==> config.mk <==
export PLATFORM = sky130hd
export DESIGN_NAME = rv_core
export DESIGN_NICKNAME = d
export VERILOG_FILES = /design/src/logic/core_ctrl_pkg.sv /design/src/logic/rv_isa_pkg.sv /design/src/logic/rv_core.sv /design/src/logic/control_unit.sv /design/src/logic/dataflow.sv /design/src/logic/immediate_extender.sv /design/src/logic/alu.sv /design/src/logic/register_file.sv
export SDC_FILE = /design/constraint.sdc
export NUM_CORES = 2
export LEC_CHECK = 0
export BUFFER_PORTS_ARGS = -buffer_cell sky130_fd_sc_hd__clkbuf_2
export CORE_MARGIN = 2
export CORE_UTILIZATION = 47
export DETAILED_ROUTE_END_ITERATION = 8
export GPL_TIMING_DRIVEN = 0
export PLACE_DENSITY = 0.62
export SLEW_MARGIN = 5
export SYNTH_ARGS = -nofsm -noshare
export SYNTH_HDL_FRONTEND = slang
export SYNTH_SLANG_ARGS = --single-unit
==> constraint.sdc <==
create_clock -name clock -period 8.5 [get_ports clock]
set_input_delay 0.425 -clock clock [delete_from_list [all_inputs] [get_ports clock]]
set_output_delay 0.425 -clock clock [all_outputs]
set_load 0.02 [all_outputs]
==> src/logic/core_ctrl_pkg.sv <==
// Core control encodings
package core_ctrl_pkg;

  // ALU function select, same order as the RV32I funct3 field
  typedef logic [2:0] alu_sel_t;

  localparam alu_sel_t alu_add  = 3'b000;
  localparam alu_sel_t alu_sll  = 3'b001;
  localparam alu_sel_t alu_slt  = 3'b010;
  localparam alu_sel_t alu_sltu = 3'b011;
  localparam alu_sel_t alu_xor  = 3'b100;
  localparam alu_sel_t alu_sr   = 3'b101;
  localparam alu_sel_t alu_or   = 3'b110;
  localparam alu_sel_t alu_and  = 3'b111;

  // Register write-back source
  typedef enum logic [1:0] {
    wr_alu = 2'b00,
    wr_mem = 2'b01,
    wr_pc4 = 2'b10,
    wr_imm = 2'b11
  } wr_src_t;

  // Multicycle FSM states
  typedef enum logic [2:0] {
    st_fetch   = 3'd0,
    st_decode  = 3'd1,
    st_execute = 3'd2,
    st_memory  = 3'd3,
    st_halt    = 3'd4
  } core_state_t;

endpackage

==> src/logic/rv_isa_pkg.sv <==
// RV32I instruction set encodings
package rv_isa_pkg;

  // Data and address word
  typedef logic [31:0] word_t;

  // Raw instruction word
  typedef logic [31:0] instr_t;

  // Register index
  typedef logic [4:0] reg_addr_t;

  // Instruction fields
  typedef logic [6:0] opcode_t;
  typedef logic [2:0] funct3_t;

  // Major opcodes kept by the core
  localparam opcode_t op_op     = 7'b0110011;
  localparam opcode_t op_op_imm = 7'b0010011;
  localparam opcode_t op_lui    = 7'b0110111;
  localparam opcode_t op_auipc  = 7'b0010111;
  localparam opcode_t op_jal    = 7'b1101111;
  localparam opcode_t op_jalr   = 7'b1100111;
  localparam opcode_t op_branch = 7'b1100011;
  localparam opcode_t op_load   = 7'b0000011;
  localparam opcode_t op_store  = 7'b0100011;
  localparam opcode_t op_system = 7'b1110011;

  // Branch conditions
  localparam funct3_t f3_beq  = 3'b000;
  localparam funct3_t f3_bne  = 3'b001;
  localparam funct3_t f3_blt  = 3'b100;
  localparam funct3_t f3_bge  = 3'b101;
  localparam funct3_t f3_bltu = 3'b110;
  localparam funct3_t f3_bgeu = 3'b111;

  // ADD and SUB share this funct3, funct7 bit 5 tells them apart
  localparam funct3_t f3_add_sub = 3'b000;

endpackage
==> src/logic/rv_core.sv <==
// RV32I multicycle core
`timescale 1ns/10ps

module rv_core #(
  parameter rv_isa_pkg::word_t reset_vector = '0
) (
  input  logic              clock,
  input  logic              rst,
  input  rv_isa_pkg::word_t rd_data,
  output rv_isa_pkg::word_t mem_addr,
  output rv_isa_pkg::word_t wr_data,
  output logic              mem_rd,
  output logic              mem_wr,
  output logic              halted,
  output logic              illegal
);

  // Control unit to datapath
  logic                    ir_en;
  logic                    pc_en;
  logic                    pc_src;
  logic                    alua_src;
  logic                    alub_src;
  core_ctrl_pkg::alu_sel_t alu_sel;
  logic                    alu_sub;
  logic                    alu_arith;
  logic                    jalr_sel;
  core_ctrl_pkg::wr_src_t  wr_reg_src;
  logic                    wr_reg_en;
  logic                    mem_addr_src;

  // Datapath to control unit
  rv_isa_pkg::opcode_t opcode;
  rv_isa_pkg::funct3_t funct3;
  logic [6:0]          funct7;
  logic                zero;
  logic                negative;
  logic                carry_out;
  logic                overflow;

  control_unit control_unit_i (
    .clock        (clock),
    .rst          (rst),
    .opcode       (opcode),
    .funct3       (funct3),
    .funct7       (funct7),
    .zero         (zero),
    .negative     (negative),
    .carry_out    (carry_out),
    .overflow     (overflow),
    .ir_en        (ir_en),
    .pc_en        (pc_en),
    .pc_src       (pc_src),
    .alua_src     (alua_src),
    .alub_src     (alub_src),
    .alu_sel      (alu_sel),
    .alu_sub      (alu_sub),
    .alu_arith    (alu_arith),
    .jalr_sel     (jalr_sel),
    .wr_reg_src   (wr_reg_src),
    .wr_reg_en    (wr_reg_en),
    .mem_addr_src (mem_addr_src),
    .mem_rd       (mem_rd),
    .mem_wr       (mem_wr),
    .halted       (halted),
    .illegal      (illegal)
  );

  dataflow #(
    .reset_vector (reset_vector)
  ) dataflow_i (
    .clock        (clock),
    .rst          (rst),
    .rd_data      (rd_data),
    .wr_data      (wr_data),
    .mem_addr     (mem_addr),
    .alua_src     (alua_src),
    .alub_src     (alub_src),
    .alu_sel      (alu_sel),
    .alu_sub      (alu_sub),
    .alu_arith    (alu_arith),
    .jalr_sel     (jalr_sel),
    .pc_src       (pc_src),
    .pc_en        (pc_en),
    .wr_reg_src   (wr_reg_src),
    .wr_reg_en    (wr_reg_en),
    .ir_en        (ir_en),
    .mem_addr_src (mem_addr_src),
    .opcode       (opcode),
    .funct3       (funct3),
    .funct7       (funct7),
    .zero         (zero),
    .negative     (negative),
    .carry_out    (carry_out),
    .overflow     (overflow)
  );

endmodule

==> src/logic/control_unit.sv <==
// Multicycle control unit
`timescale 1ns/10ps

module control_unit (
  input  logic                    clock,
  input  logic                    rst,
  input  rv_isa_pkg::opcode_t     opcode,
  input  rv_isa_pkg::funct3_t     funct3,
  input  logic [6:0]              funct7,
  input  logic                    zero,
  input  logic                    negative,
  input  logic                    carry_out,
  input  logic                    overflow,
  output logic                    ir_en,
  output logic                    pc_en,
  output logic                    pc_src,
  output logic                    alua_src,
  output logic                    alub_src,
  output core_ctrl_pkg::alu_sel_t alu_sel,
  output logic                    alu_sub,
  output logic                    alu_arith,
  output logic                    jalr_sel,
  output core_ctrl_pkg::wr_src_t  wr_reg_src,
  output logic                    wr_reg_en,
  output logic                    mem_addr_src,
  output logic                    mem_rd,
  output logic                    mem_wr,
  output logic                    halted,
  output logic                    illegal
);

  core_ctrl_pkg::core_state_t state;
  core_ctrl_pkg::core_state_t next_state;
  logic                       alu_op;
  logic                       mem_op;
  logic                       known_op;
  logic                       signed_lt;
  logic                       taken;

  assign alu_op = (opcode == rv_isa_pkg::op_op) || (opcode == rv_isa_pkg::op_op_imm);
  assign mem_op = (opcode == rv_isa_pkg::op_load) || (opcode == rv_isa_pkg::op_store);
  assign known_op = alu_op || mem_op
                 || (opcode == rv_isa_pkg::op_lui) || (opcode == rv_isa_pkg::op_auipc)
                 || (opcode == rv_isa_pkg::op_jal) || (opcode == rv_isa_pkg::op_jalr)
                 || (opcode == rv_isa_pkg::op_branch);

  // ALU function follows funct3 for register and immediate ops, else add
  assign alu_sel   = alu_op ? funct3 : core_ctrl_pkg::alu_add;
  assign alu_arith = alu_op && funct7[5];
  // OP_IMM never subtracts, its funct7 bits belong to the immediate
  assign alu_sub = (opcode == rv_isa_pkg::op_branch)
                || ((opcode == rv_isa_pkg::op_op) && (funct3 == rv_isa_pkg::f3_add_sub)
                    && funct7[5]);

  // Branch decision from the rs1 - rs2 flags
  assign signed_lt = negative ^ overflow;

  always_comb begin
    case (funct3)
      rv_isa_pkg::f3_beq:  taken = zero;
      rv_isa_pkg::f3_bne:  taken = !zero;
      rv_isa_pkg::f3_blt:  taken = signed_lt;
      rv_isa_pkg::f3_bge:  taken = !signed_lt;
      rv_isa_pkg::f3_bltu: taken = !carry_out;
      rv_isa_pkg::f3_bgeu: taken = carry_out;
      default:             taken = 1'b0;
    endcase
  end

  always_ff @(posedge clock) begin
    if (rst) begin
      state   <= core_ctrl_pkg::st_fetch;
      illegal <= 1'b0;
    end else begin
      state <= next_state;
      if (state == core_ctrl_pkg::st_decode && !known_op
          && opcode != rv_isa_pkg::op_system) begin
        illegal <= 1'b1;
      end
    end
  end

  assign halted = (state == core_ctrl_pkg::st_halt);

  always_comb begin
    next_state   = state;
    ir_en        = 1'b0;
    pc_en        = 1'b0;
    pc_src       = 1'b0;
    alua_src     = 1'b0;
    alub_src     = 1'b0;
    jalr_sel     = 1'b0;
    wr_reg_src   = core_ctrl_pkg::wr_alu;
    wr_reg_en    = 1'b0;
    mem_addr_src = 1'b0;
    mem_rd       = 1'b0;
    mem_wr       = 1'b0;
    case (state)
      core_ctrl_pkg::st_fetch: begin
        mem_rd     = 1'b1;
        ir_en      = 1'b1;
        next_state = core_ctrl_pkg::st_decode;
      end
      core_ctrl_pkg::st_decode: begin
        // SYSTEM and unknown opcodes both stop the core
        next_state = known_op ? core_ctrl_pkg::st_execute : core_ctrl_pkg::st_halt;
      end
      core_ctrl_pkg::st_execute: begin
        next_state = core_ctrl_pkg::st_fetch;
        case (opcode)
          rv_isa_pkg::op_op: begin
            wr_reg_en = 1'b1;
            pc_en     = 1'b1;
          end
          rv_isa_pkg::op_op_imm: begin
            alub_src  = 1'b1;
            wr_reg_en = 1'b1;
            pc_en     = 1'b1;
          end
          rv_isa_pkg::op_lui: begin
            wr_reg_src = core_ctrl_pkg::wr_imm;
            wr_reg_en  = 1'b1;
            pc_en      = 1'b1;
          end
          rv_isa_pkg::op_auipc: begin
            alua_src  = 1'b1;
            alub_src  = 1'b1;
            wr_reg_en = 1'b1;
            pc_en     = 1'b1;
          end
          rv_isa_pkg::op_jal, rv_isa_pkg::op_jalr: begin
            jalr_sel   = (opcode == rv_isa_pkg::op_jalr);
            wr_reg_src = core_ctrl_pkg::wr_pc4;
            wr_reg_en  = 1'b1;
            pc_src     = 1'b1;
            pc_en      = 1'b1;
          end
          rv_isa_pkg::op_branch: begin
            pc_src = taken;
            pc_en  = 1'b1;
          end
          default: begin
            // Load or store, address settles on the ALU
            alub_src   = 1'b1;
            next_state = core_ctrl_pkg::st_memory;
          end
        endcase
      end
      core_ctrl_pkg::st_memory: begin
        alub_src     = 1'b1;
        mem_addr_src = 1'b1;
        pc_en        = 1'b1;
        next_state   = core_ctrl_pkg::st_fetch;
        if (opcode == rv_isa_pkg::op_load) begin
          mem_rd     = 1'b1;
          wr_reg_src = core_ctrl_pkg::wr_mem;
          wr_reg_en  = 1'b1;
        end else begin
          mem_wr = 1'b1;
        end
      end
      default: begin
        next_state = core_ctrl_pkg::st_halt;
      end
    endcase
  end

endmodule

==> src/logic/dataflow.sv <==
// Multicycle core datapath
`timescale 1ns/10ps

module dataflow #(
  parameter rv_isa_pkg::word_t reset_vector = '0
) (
  input  logic                    clock,
  input  logic                    rst,
  input  rv_isa_pkg::word_t       rd_data,
  output rv_isa_pkg::word_t       wr_data,
  output rv_isa_pkg::word_t       mem_addr,
  input  logic                    alua_src,
  input  logic                    alub_src,
  input  core_ctrl_pkg::alu_sel_t alu_sel,
  input  logic                    alu_sub,
  input  logic                    alu_arith,
  input  logic                    jalr_sel,
  input  logic                    pc_src,
  input  logic                    pc_en,
  input  core_ctrl_pkg::wr_src_t  wr_reg_src,
  input  logic                    wr_reg_en,
  input  logic                    ir_en,
  input  logic                    mem_addr_src,
  output rv_isa_pkg::opcode_t     opcode,
  output rv_isa_pkg::funct3_t     funct3,
  output logic [6:0]              funct7,
  output logic                    zero,
  output logic                    negative,
  output logic                    carry_out,
  output logic                    overflow
);

  rv_isa_pkg::word_t     pc;
  rv_isa_pkg::word_t     next_pc;
  rv_isa_pkg::word_t     pc_plus_4;
  rv_isa_pkg::word_t     target;
  rv_isa_pkg::word_t     target_base;
  rv_isa_pkg::instr_t    ir;
  rv_isa_pkg::reg_addr_t rs1_addr;
  rv_isa_pkg::reg_addr_t rs2_addr;
  rv_isa_pkg::reg_addr_t rd_addr;
  rv_isa_pkg::word_t     rs1;
  rv_isa_pkg::word_t     rs2;
  rv_isa_pkg::word_t     rd_value;
  rv_isa_pkg::word_t     immediate;
  rv_isa_pkg::word_t     alu_a;
  rv_isa_pkg::word_t     alu_b;
  rv_isa_pkg::word_t     alu_y;

  // Instruction register, loaded at the end of FETCH
  always_ff @(posedge clock) begin
    if (ir_en) begin
      ir <= rd_data;
    end
  end

  assign rs1_addr = ir[19:15];
  assign rs2_addr = ir[24:20];
  assign rd_addr  = ir[11:7];

  // Write-back source
  always_comb begin
    case (wr_reg_src)
      core_ctrl_pkg::wr_mem: rd_value = rd_data;
      core_ctrl_pkg::wr_pc4: rd_value = pc_plus_4;
      core_ctrl_pkg::wr_imm: rd_value = immediate;
      default:               rd_value = alu_y;
    endcase
  end

  register_file register_file_i (
    .clock         (clock),
    .rst           (rst),
    .write_enable  (wr_reg_en),
    .read_address1 (rs1_addr),
    .read_address2 (rs2_addr),
    .write_address (rd_addr),
    .write_data    (rd_value),
    .read_data1    (rs1),
    .read_data2    (rs2)
  );

  immediate_extender immediate_extender_i (
    .instruction (ir),
    .immediate   (immediate)
  );

  assign alu_a = alua_src ? pc : rs1;
  assign alu_b = alub_src ? immediate : rs2;

  alu alu_i (
    .a          (alu_a),
    .b          (alu_b),
    .alu_sel    (alu_sel),
    .sub        (alu_sub),
    .arithmetic (alu_arith),
    .y          (alu_y),
    .zero       (zero),
    .negative   (negative),
    .carry_out  (carry_out),
    .overflow   (overflow)
  );

  // Branch and jump target, JALR clears bit 0
  assign target_base = jalr_sel ? rs1 : pc;
  assign target = (target_base + immediate) & {{31{1'b1}}, ~jalr_sel};

  assign pc_plus_4 = pc + 32'd4;
  assign next_pc = pc_src ? target : pc_plus_4;

  always_ff @(posedge clock) begin
    if (rst) begin
      pc <= reset_vector;
    end else if (pc_en) begin
      pc <= next_pc;
    end
  end

  assign mem_addr = mem_addr_src ? alu_y : pc;
  assign wr_data  = rs2;

  // Fields for the control unit
  assign opcode = ir[6:0];
  assign funct3 = ir[14:12];
  assign funct7 = ir[31:25];

endmodule

==> src/logic/immediate_extender.sv <==
// Immediate extender
`timescale 1ns/10ps

module immediate_extender (
  input  rv_isa_pkg::instr_t instruction,
  output rv_isa_pkg::word_t  immediate
);

  rv_isa_pkg::opcode_t opcode;

  assign opcode = instruction[6:0];

  always_comb begin
    case (opcode)
      // U format
      rv_isa_pkg::op_lui, rv_isa_pkg::op_auipc:
        immediate = {instruction[31:12], 12'b0};
      // J format
      rv_isa_pkg::op_jal:
        immediate = {{12{instruction[31]}}, instruction[19:12], instruction[20],
                     instruction[30:21], 1'b0};
      // B format
      rv_isa_pkg::op_branch:
        immediate = {{20{instruction[31]}}, instruction[7], instruction[30:25],
                     instruction[11:8], 1'b0};
      // S format
      rv_isa_pkg::op_store:
        immediate = {{21{instruction[31]}}, instruction[30:25], instruction[11:7]};
      // I format for ALU immediates, loads and JALR
      default:
        immediate = {{21{instruction[31]}}, instruction[30:20]};
    endcase
  end

endmodule

==> src/logic/alu.sv <==
// Integer ALU
`timescale 1ns/10ps

module alu (
  input  rv_isa_pkg::word_t       a,
  input  rv_isa_pkg::word_t       b,
  input  core_ctrl_pkg::alu_sel_t alu_sel,
  input  logic                    sub,
  input  logic                    arithmetic,
  output rv_isa_pkg::word_t       y,
  output logic                    zero,
  output logic                    negative,
  output logic                    carry_out,
  output logic                    overflow
);

  rv_isa_pkg::word_t b_eff;
  rv_isa_pkg::word_t sum;
  logic [4:0]        shamt;

  // Subtract as a plus inverted b plus one
  assign b_eff = sub ? ~b : b;
  assign {carry_out, sum} = {1'b0, a} + {1'b0, b_eff} + {32'b0, sub};
  assign shamt = b[4:0];

  // Flags of the add/subtract path, used for branch decisions
  assign zero     = (sum == '0);
  assign negative = sum[31];
  assign overflow = (a[31] == b_eff[31]) && (sum[31] != a[31]);

  always_comb begin
    case (alu_sel)
      core_ctrl_pkg::alu_add:  y = sum;
      core_ctrl_pkg::alu_sll:  y = a << shamt;
      core_ctrl_pkg::alu_slt:  y = {31'b0, $signed(a) < $signed(b)};
      core_ctrl_pkg::alu_sltu: y = {31'b0, a < b};
      core_ctrl_pkg::alu_xor:  y = a ^ b;
      core_ctrl_pkg::alu_sr: begin
        if (arithmetic) begin
          y = $signed(a) >>> shamt;
        end else begin
          y = a >> shamt;
        end
      end
      core_ctrl_pkg::alu_or:   y = a | b;
      default:                 y = a & b;
    endcase
  end

endmodule

==> src/logic/register_file.sv <==
// Integer register file
`timescale 1ns/10ps

module register_file (
  input  logic                  clock,
  input  logic                  rst,
  input  logic                  write_enable,
  input  rv_isa_pkg::reg_addr_t read_address1,
  input  rv_isa_pkg::reg_addr_t read_address2,
  input  rv_isa_pkg::reg_addr_t write_address,
  input  rv_isa_pkg::word_t     write_data,
  output rv_isa_pkg::word_t     read_data1,
  output rv_isa_pkg::word_t     read_data2
);

  // x1 to x31, x0 has no storage
  rv_isa_pkg::word_t regs [1:31];

  always_ff @(posedge clock) begin
    if (rst) begin
      for (int i = 1; i < 32; i++) begin
        regs[i] <= '0;
      end
    end else if (write_enable && write_address != '0) begin
      regs[write_address] <= write_data;
    end
  end

  assign read_data1 = (read_address1 == '0) ? '0 : regs[read_address1];
  assign read_data2 = (read_address2 == '0) ? '0 : regs[read_address2];

endmodule

# Word level (Yosys, flattened, before mapping)
# Memory sizes are Yosys's and may differ from the RTL's. A register that Yosys moved wholly into a read port is not among the register bits.
# Cells that the tools add are included.
[classes]
n_lt_le_gt_ge = 2
n_eq_ne = 30
muxes = 48
n_bitwise = 7
mul = 0
shifts = 3
n_addsub = 4
div_mod_pow = 0
n_reduce_logical = 33
[ops]
columns = ["cell", "count"]
rows = [
  ["32-bit two-way mux", 10],
  ["32-bit one-hot mux with 7 select lines", 1],
  ["31-bit one-hot mux with 4 select lines", 1],
  ["32-bit one-hot mux with 3 select lines", 1],
  ["32-bit bitwise AND", 2],
  ["32-bit less-than comparator", 2],
  ["32-bit by 32-bit adder with 33-bit output", 1],
  ["33-bit by 1-bit adder with 33-bit output", 1],
  ["32-bit by 3-bit adder with 32-bit output (second input constant)", 1],
  ["32-bit adder", 1],
  ["32-bit zero test", 1],
  ["32-bit NOT", 1],
  ["32-bit OR", 1],
  ["32-bit OR reduction", 1],
  ["32-bit by 5-bit left shift with 32-bit output", 1],
  ["32-bit by 5-bit >> shifter with 32-bit output", 1],
  ["32-bit by 5-bit >>> shifter with 32-bit output", 1],
  ["32-bit XOR", 1],
  ["3-bit equality test (second input constant)", 8],
  ["7-bit by 6-bit equality test with 1-bit output (second input constant)", 3],
  ["7-bit equality test (second input constant)", 3],
  ["1-bit two-way mux", 20],
  ["5-bit two-way mux", 3],
  ["7-bit by 5-bit equality test with 1-bit output (second input constant)", 2],
  ["26 further kinds", 59],
]
[word_totals]
inputBits = 34
output_inout_bits = 68
romBits = 0
mem_count = 1
mem_bits_rw = 992
latch_bits = 0
reg_bits = 68
elab_cells = 132
[mem_list]
columns = ["memory", "words", "word_bits", "rd", "rd_clocked_by_memory_dff", "wr", "line", "rtl"]
rows = [
  ["dataflow_i.register_file_i.regs", 31, 32, 2, 2, 31, "register_file.sv:17", "rv_isa_pkg::word_t regs [1:31];"],
]

# Logic depth before layout (Yosys ltp)
[logic_depth]
word_depth = 17
ltp_mapped = 42
mapped_depth_nobuf = 36

# Modules after synthesis
# From an unflattened synthesis, not the netlist that was laid out.
[hier_totals]
cells_unflattened = 5886
hier_area_um2 = 71348.4
[by_module_without_submodules]
columns = ["module", "cells_each", "instances", "area_each_um2"]
rows = [
  ["register_file", 3690, 1, 54703.7],
  ["alu", 1251, 1, 8309.2],
  ["dataflow", 808, 1, 7367.1],
  ["control_unit", 73, 1, 555.5],
  ["immediate_extender", 64, 1, 412.9],
]

# Least setup slack after synthesis
# No wires, ideal clock.
[synth_path]
kind = "reg2reg"
start = "reg with a tool-made name"
end = "reg dataflow_i.pc[4]"
path_stages_with_launch = 38
required_time_ps = 8378
synth_period_minus_slack_ps = 9580
setup_time_ps = 122
path_buffers = 7
t_arrival_ps = 9458
slack_ps = -1080
path_cell_list = "dfxtp_1 -> buf_2 -> buf_6 -> buf_1 -> clkbuf_1 -> clkbuf_1 -> buf_1 -> mux4_2 -> mux4_2 -> mux2i_1 -> nor2_1 -> mux2i_1 -> xnor2_1 -> ha_1 -> clkbuf_1 -> a21oi_1 -> o21ai_0 -> a31oi_1 -> [2 not listed] -> a21oi_2 -> a21oi_1 -> o21bai_1 -> fa_1 -> nor3_1 -> o21ai_0 -> a2111oi_0 -> nand4_1 -> nor2_1 -> mux2i_1 -> nor4_1 -> nand4_1 -> nor3b_2 -> a21oi_1 -> nand4b_4 -> o21ai_4 -> mux2_1 -> a311o_1"
[synth_lines]
columns = ["item", "line", "rtl"]
rows = [
  ["end signal: assignment", "dataflow.sv:113", "pc <= reset_vector;"],
  ["end signal: assignment", "dataflow.sv:115", "pc <= next_pc;"],
  ["end: declaration", "dataflow.sv:33", "rv_isa_pkg::word_t pc;"],
]

==> out/metrics.cfg <==
[power]
power_density_mw_per_mm2=363
p_leak_uw=0.0296
peakVddDrop_v=0.000345

[route]
wire_per_inst_um=43.8
drc_errors=0
dr.pass1.iters=7
post_drt_via_cell_ratio=7.18
drt-initial-drc-count=10600
vias=57800
wl_um=352000
antenna_left=0

[sta]
fmax_mhz=99.4
grt_setup_unrepaired=yes
tightest_slew_ns=1.61
drv_slew=55
fin_crit_ns=10.06
hold_ws_ns=0.0519
finalSetupViolCount=37
period_share_pct=118
fin_setup_tns_ns=-48.38
worst_slack_ns=-1.56
clock_skew_ns=0.107
hold_viol=0
slew_headroom_pct=-7.25

[clock_network]
cts_buffer_depth=3
path_clk_slew_ns=0.06
cts_htree_levels=3
cts.sinks=1102
numCtsBuffers=118
insertion_delay_ns=0.83
cts_tree=yes
clockRootBuffer=clkbuf_16

[final_layout]
layout.nets=6232
final_cells=8044
drive_above_1_share_pct=24.7
layout_commonest_cell=nor2_1
syn2layout_area_growth_pct=15.9
final_cell_mix=1244 x nor2_1, 1056 x edfxtp_1, 636 x mux4_2

[synth]
ys_ff_latch=1102
synthMuxAreaShare_pct=25.0
syn_area_per_cell_um2=12.1
netlist_area_mm2=0.0683
synth-warning-count=0
synth_ff_type=edfxtp_1
synth-xor-area-share_pct=1.27
async_flop_share_pct=0
yosysSeqAreaShare_pct=47.8
synth_cells=5652
synth-compound-area-share_pct=7.42
synthSimpleGateAreaFrac_pct=11.5
synthAdderAreaFrac_pct=3.02
synth_top_family_by_area=multiplexers
synth_edf_count=1056
synth_cell_types=94

[place]
numPlacedInstances=7715
portBuffers=100
place.gp.congestion=1.09
hpwl_um=256000

[critical_path]
path_class=reg -> reg
required_ns=9.07
startpoint_type=flip-flop
crit_arrival_ns=10.63
crit_path_frequent_cell=a21oi_2
crit_fanout=10
slowest_delay_ns=0.66
critPathSlowestCell=buf_2
endpoint_kind=flip-flop

[global_routing]
grt_pass1_wl_um=468000
grt_max_degree=33
grt_usage_pct=47.2
gr-total-overflow=0
antenna_found_initial=26
grt_pass1_vias=55300

[status]
status=finished with violations
failed_checks=max-capacitance violations, max-slew violations, negative setup slack

[floorplanning]
core_area_mm2=0.144
num_rows=139
dieWidth_um=385
boundaryPins=102
die_y_um=385
initial_core_util_pct=47.5
dieArea_mm2=0.148

[flow_run]
maxCapViolCount=5

[worst_hold_path]
hold_path.class=in -> reg

==> cells in the mapped netlist, types with 9 or more instances <==
master,number,area (µm²)
nor2b_1,21,131
a22o_1,12,105
a211oi_1,31,233
xnor2_1,82,718
clkbuf_1,384,1440
o311ai_0,19,166
mux4_2,636,14300
buf_1,68,255
ha_1,160,2000
nor4_1,14,87.6
nor2_1,1263,4740
dfxtp_1,46,921
or3_1,11,68.8
a22oi_1,20,150
buf_2,67,335
and2_1,22,138
and3_1,26,163
nand2_1,323,1210
nand3_1,47,235
xor2_1,17,149
o21ai_1,33,165
o211ai_1,31,233
o21ai_0,214,1070
o31ai_1,18,135
edfxtp_1,1056,31700
a31oi_1,21,131
nor3b_1,15,113
or2_2,29,181
a221o_1,11,110
nor3_1,60,300
a21oi_1,180,901
nand2b_1,22,138
a21o_1,38,285
mux2_2,55,619
nand4_1,24,150
inv_1,171,642
o22ai_1,15,93.8
mux2i_1,209,2090
a221oi_1,9,78.8
o21a_1,26,195
==> worst max-delay path: cells and delay by family, from the launching register on <==
family / cells / cell delay (ns)
compound gates: 15 / 2.56
simple gates: 10 / 2.53
buf+inv: 4 / 1.64
xor+xnor: 1 / 0.18
mux: 5 / 1.41
fa+ha+maj: 2 / 0.85
flops: 1 / 0.63
==> metal layers <==
metal	wire [µm]	global-route usage, %
met1	116000	56.8
met2	150000	68.9
met3	52100	17.6
met4	34000	35.8
met5	219	0.552
==> flip-flops by register name, summed over array words and instances, names as in the netlist, named ones only <==
name and flops:
dataflow_i.ir 32, dataflow_i.register_file_i.regs 1024, control_unit_i.illegal 1, control_unit_i.state 3
dataflow_i.pc 32
==> stage by stage <==
step	utilization (%)	cell area (µm²)	total power, µW	setup slack, ns
after CTS	54.7	78700	27600	-1.32
after global routing	55.0	79100	29100	-1.44
after floorplan	-	68500	15200	0.00373
final	55.0	79100	28700	-1.56
after global placement	49.6	71400	21600	-5.73
after detailed placement	50.2	72200	21700	-5.64
==> where the power goes <==
part           leakage (µW)  internal [µW]  switching (µW)
Combinational        0.0165           4970           12000
Clock               0.00183           2830            2380
Sequential           0.0112           6310             199
Total                0.0296          14100           14600
==> path summary, 6_finish.rpt <==
path	from	endpoint	slack [ns]	cells past startpoint
worst min-delay path	rd_data[2]	dataflow_i.ir[2]	0.05	1
worst max-delay path	flip-flop	dataflow_i.pc[29]	-1.56	37
worst max register to register	flip-flop	dataflow_i.pc[29]	-1.56	37
worst min register to register	dataflow_i.ir[18]	flip-flop	0.55	1
==> cells by family (layout without fill, tap and decap cells) <==
logic type | count (synthesis) | count (layout)
buffers and inverters | 700 | 1149
other | 1 | 41
AOI/OAI and AO/OA | 786 | 786
xor gates and xnor gates | 99 | 99
muxes | 901 | 901
adders and majority gates | 163 | 163
and+or+nand+nor | 1900 | 1900
DFF | 1102 | 1102
==> repair_timing <==
item | CTS | global route
gates cloned | 4 | 1
setup buffers | 61 | 24
endpoints found under the hold margin | 27 | 0
setup endpoints to repair | 1020 | 197
gates resized for setup | 505 | 73
hold buffers | 26 | 0
pin swaps | 47 | 33
==> area by class of cell <==
| type | count | area (µm²) |
|---|---|---|
| fill | 12300 | 64700 |
| buffer | 512 | 3270 |
| multi-input combinational | 3881 | 34300 |
| inverter | 175 | 657 |
| sequential | 1102 | 32600 |
| tap | 1903 | 2380 |
| clock inverter | 75 | 748 |
| timing repair buffer | 245 | 2120 |
| clock buffer | 142 | 3040 |
| antenna | 9 | 22.5 |
No activity file was read; power rests on OpenSTA's default activity.
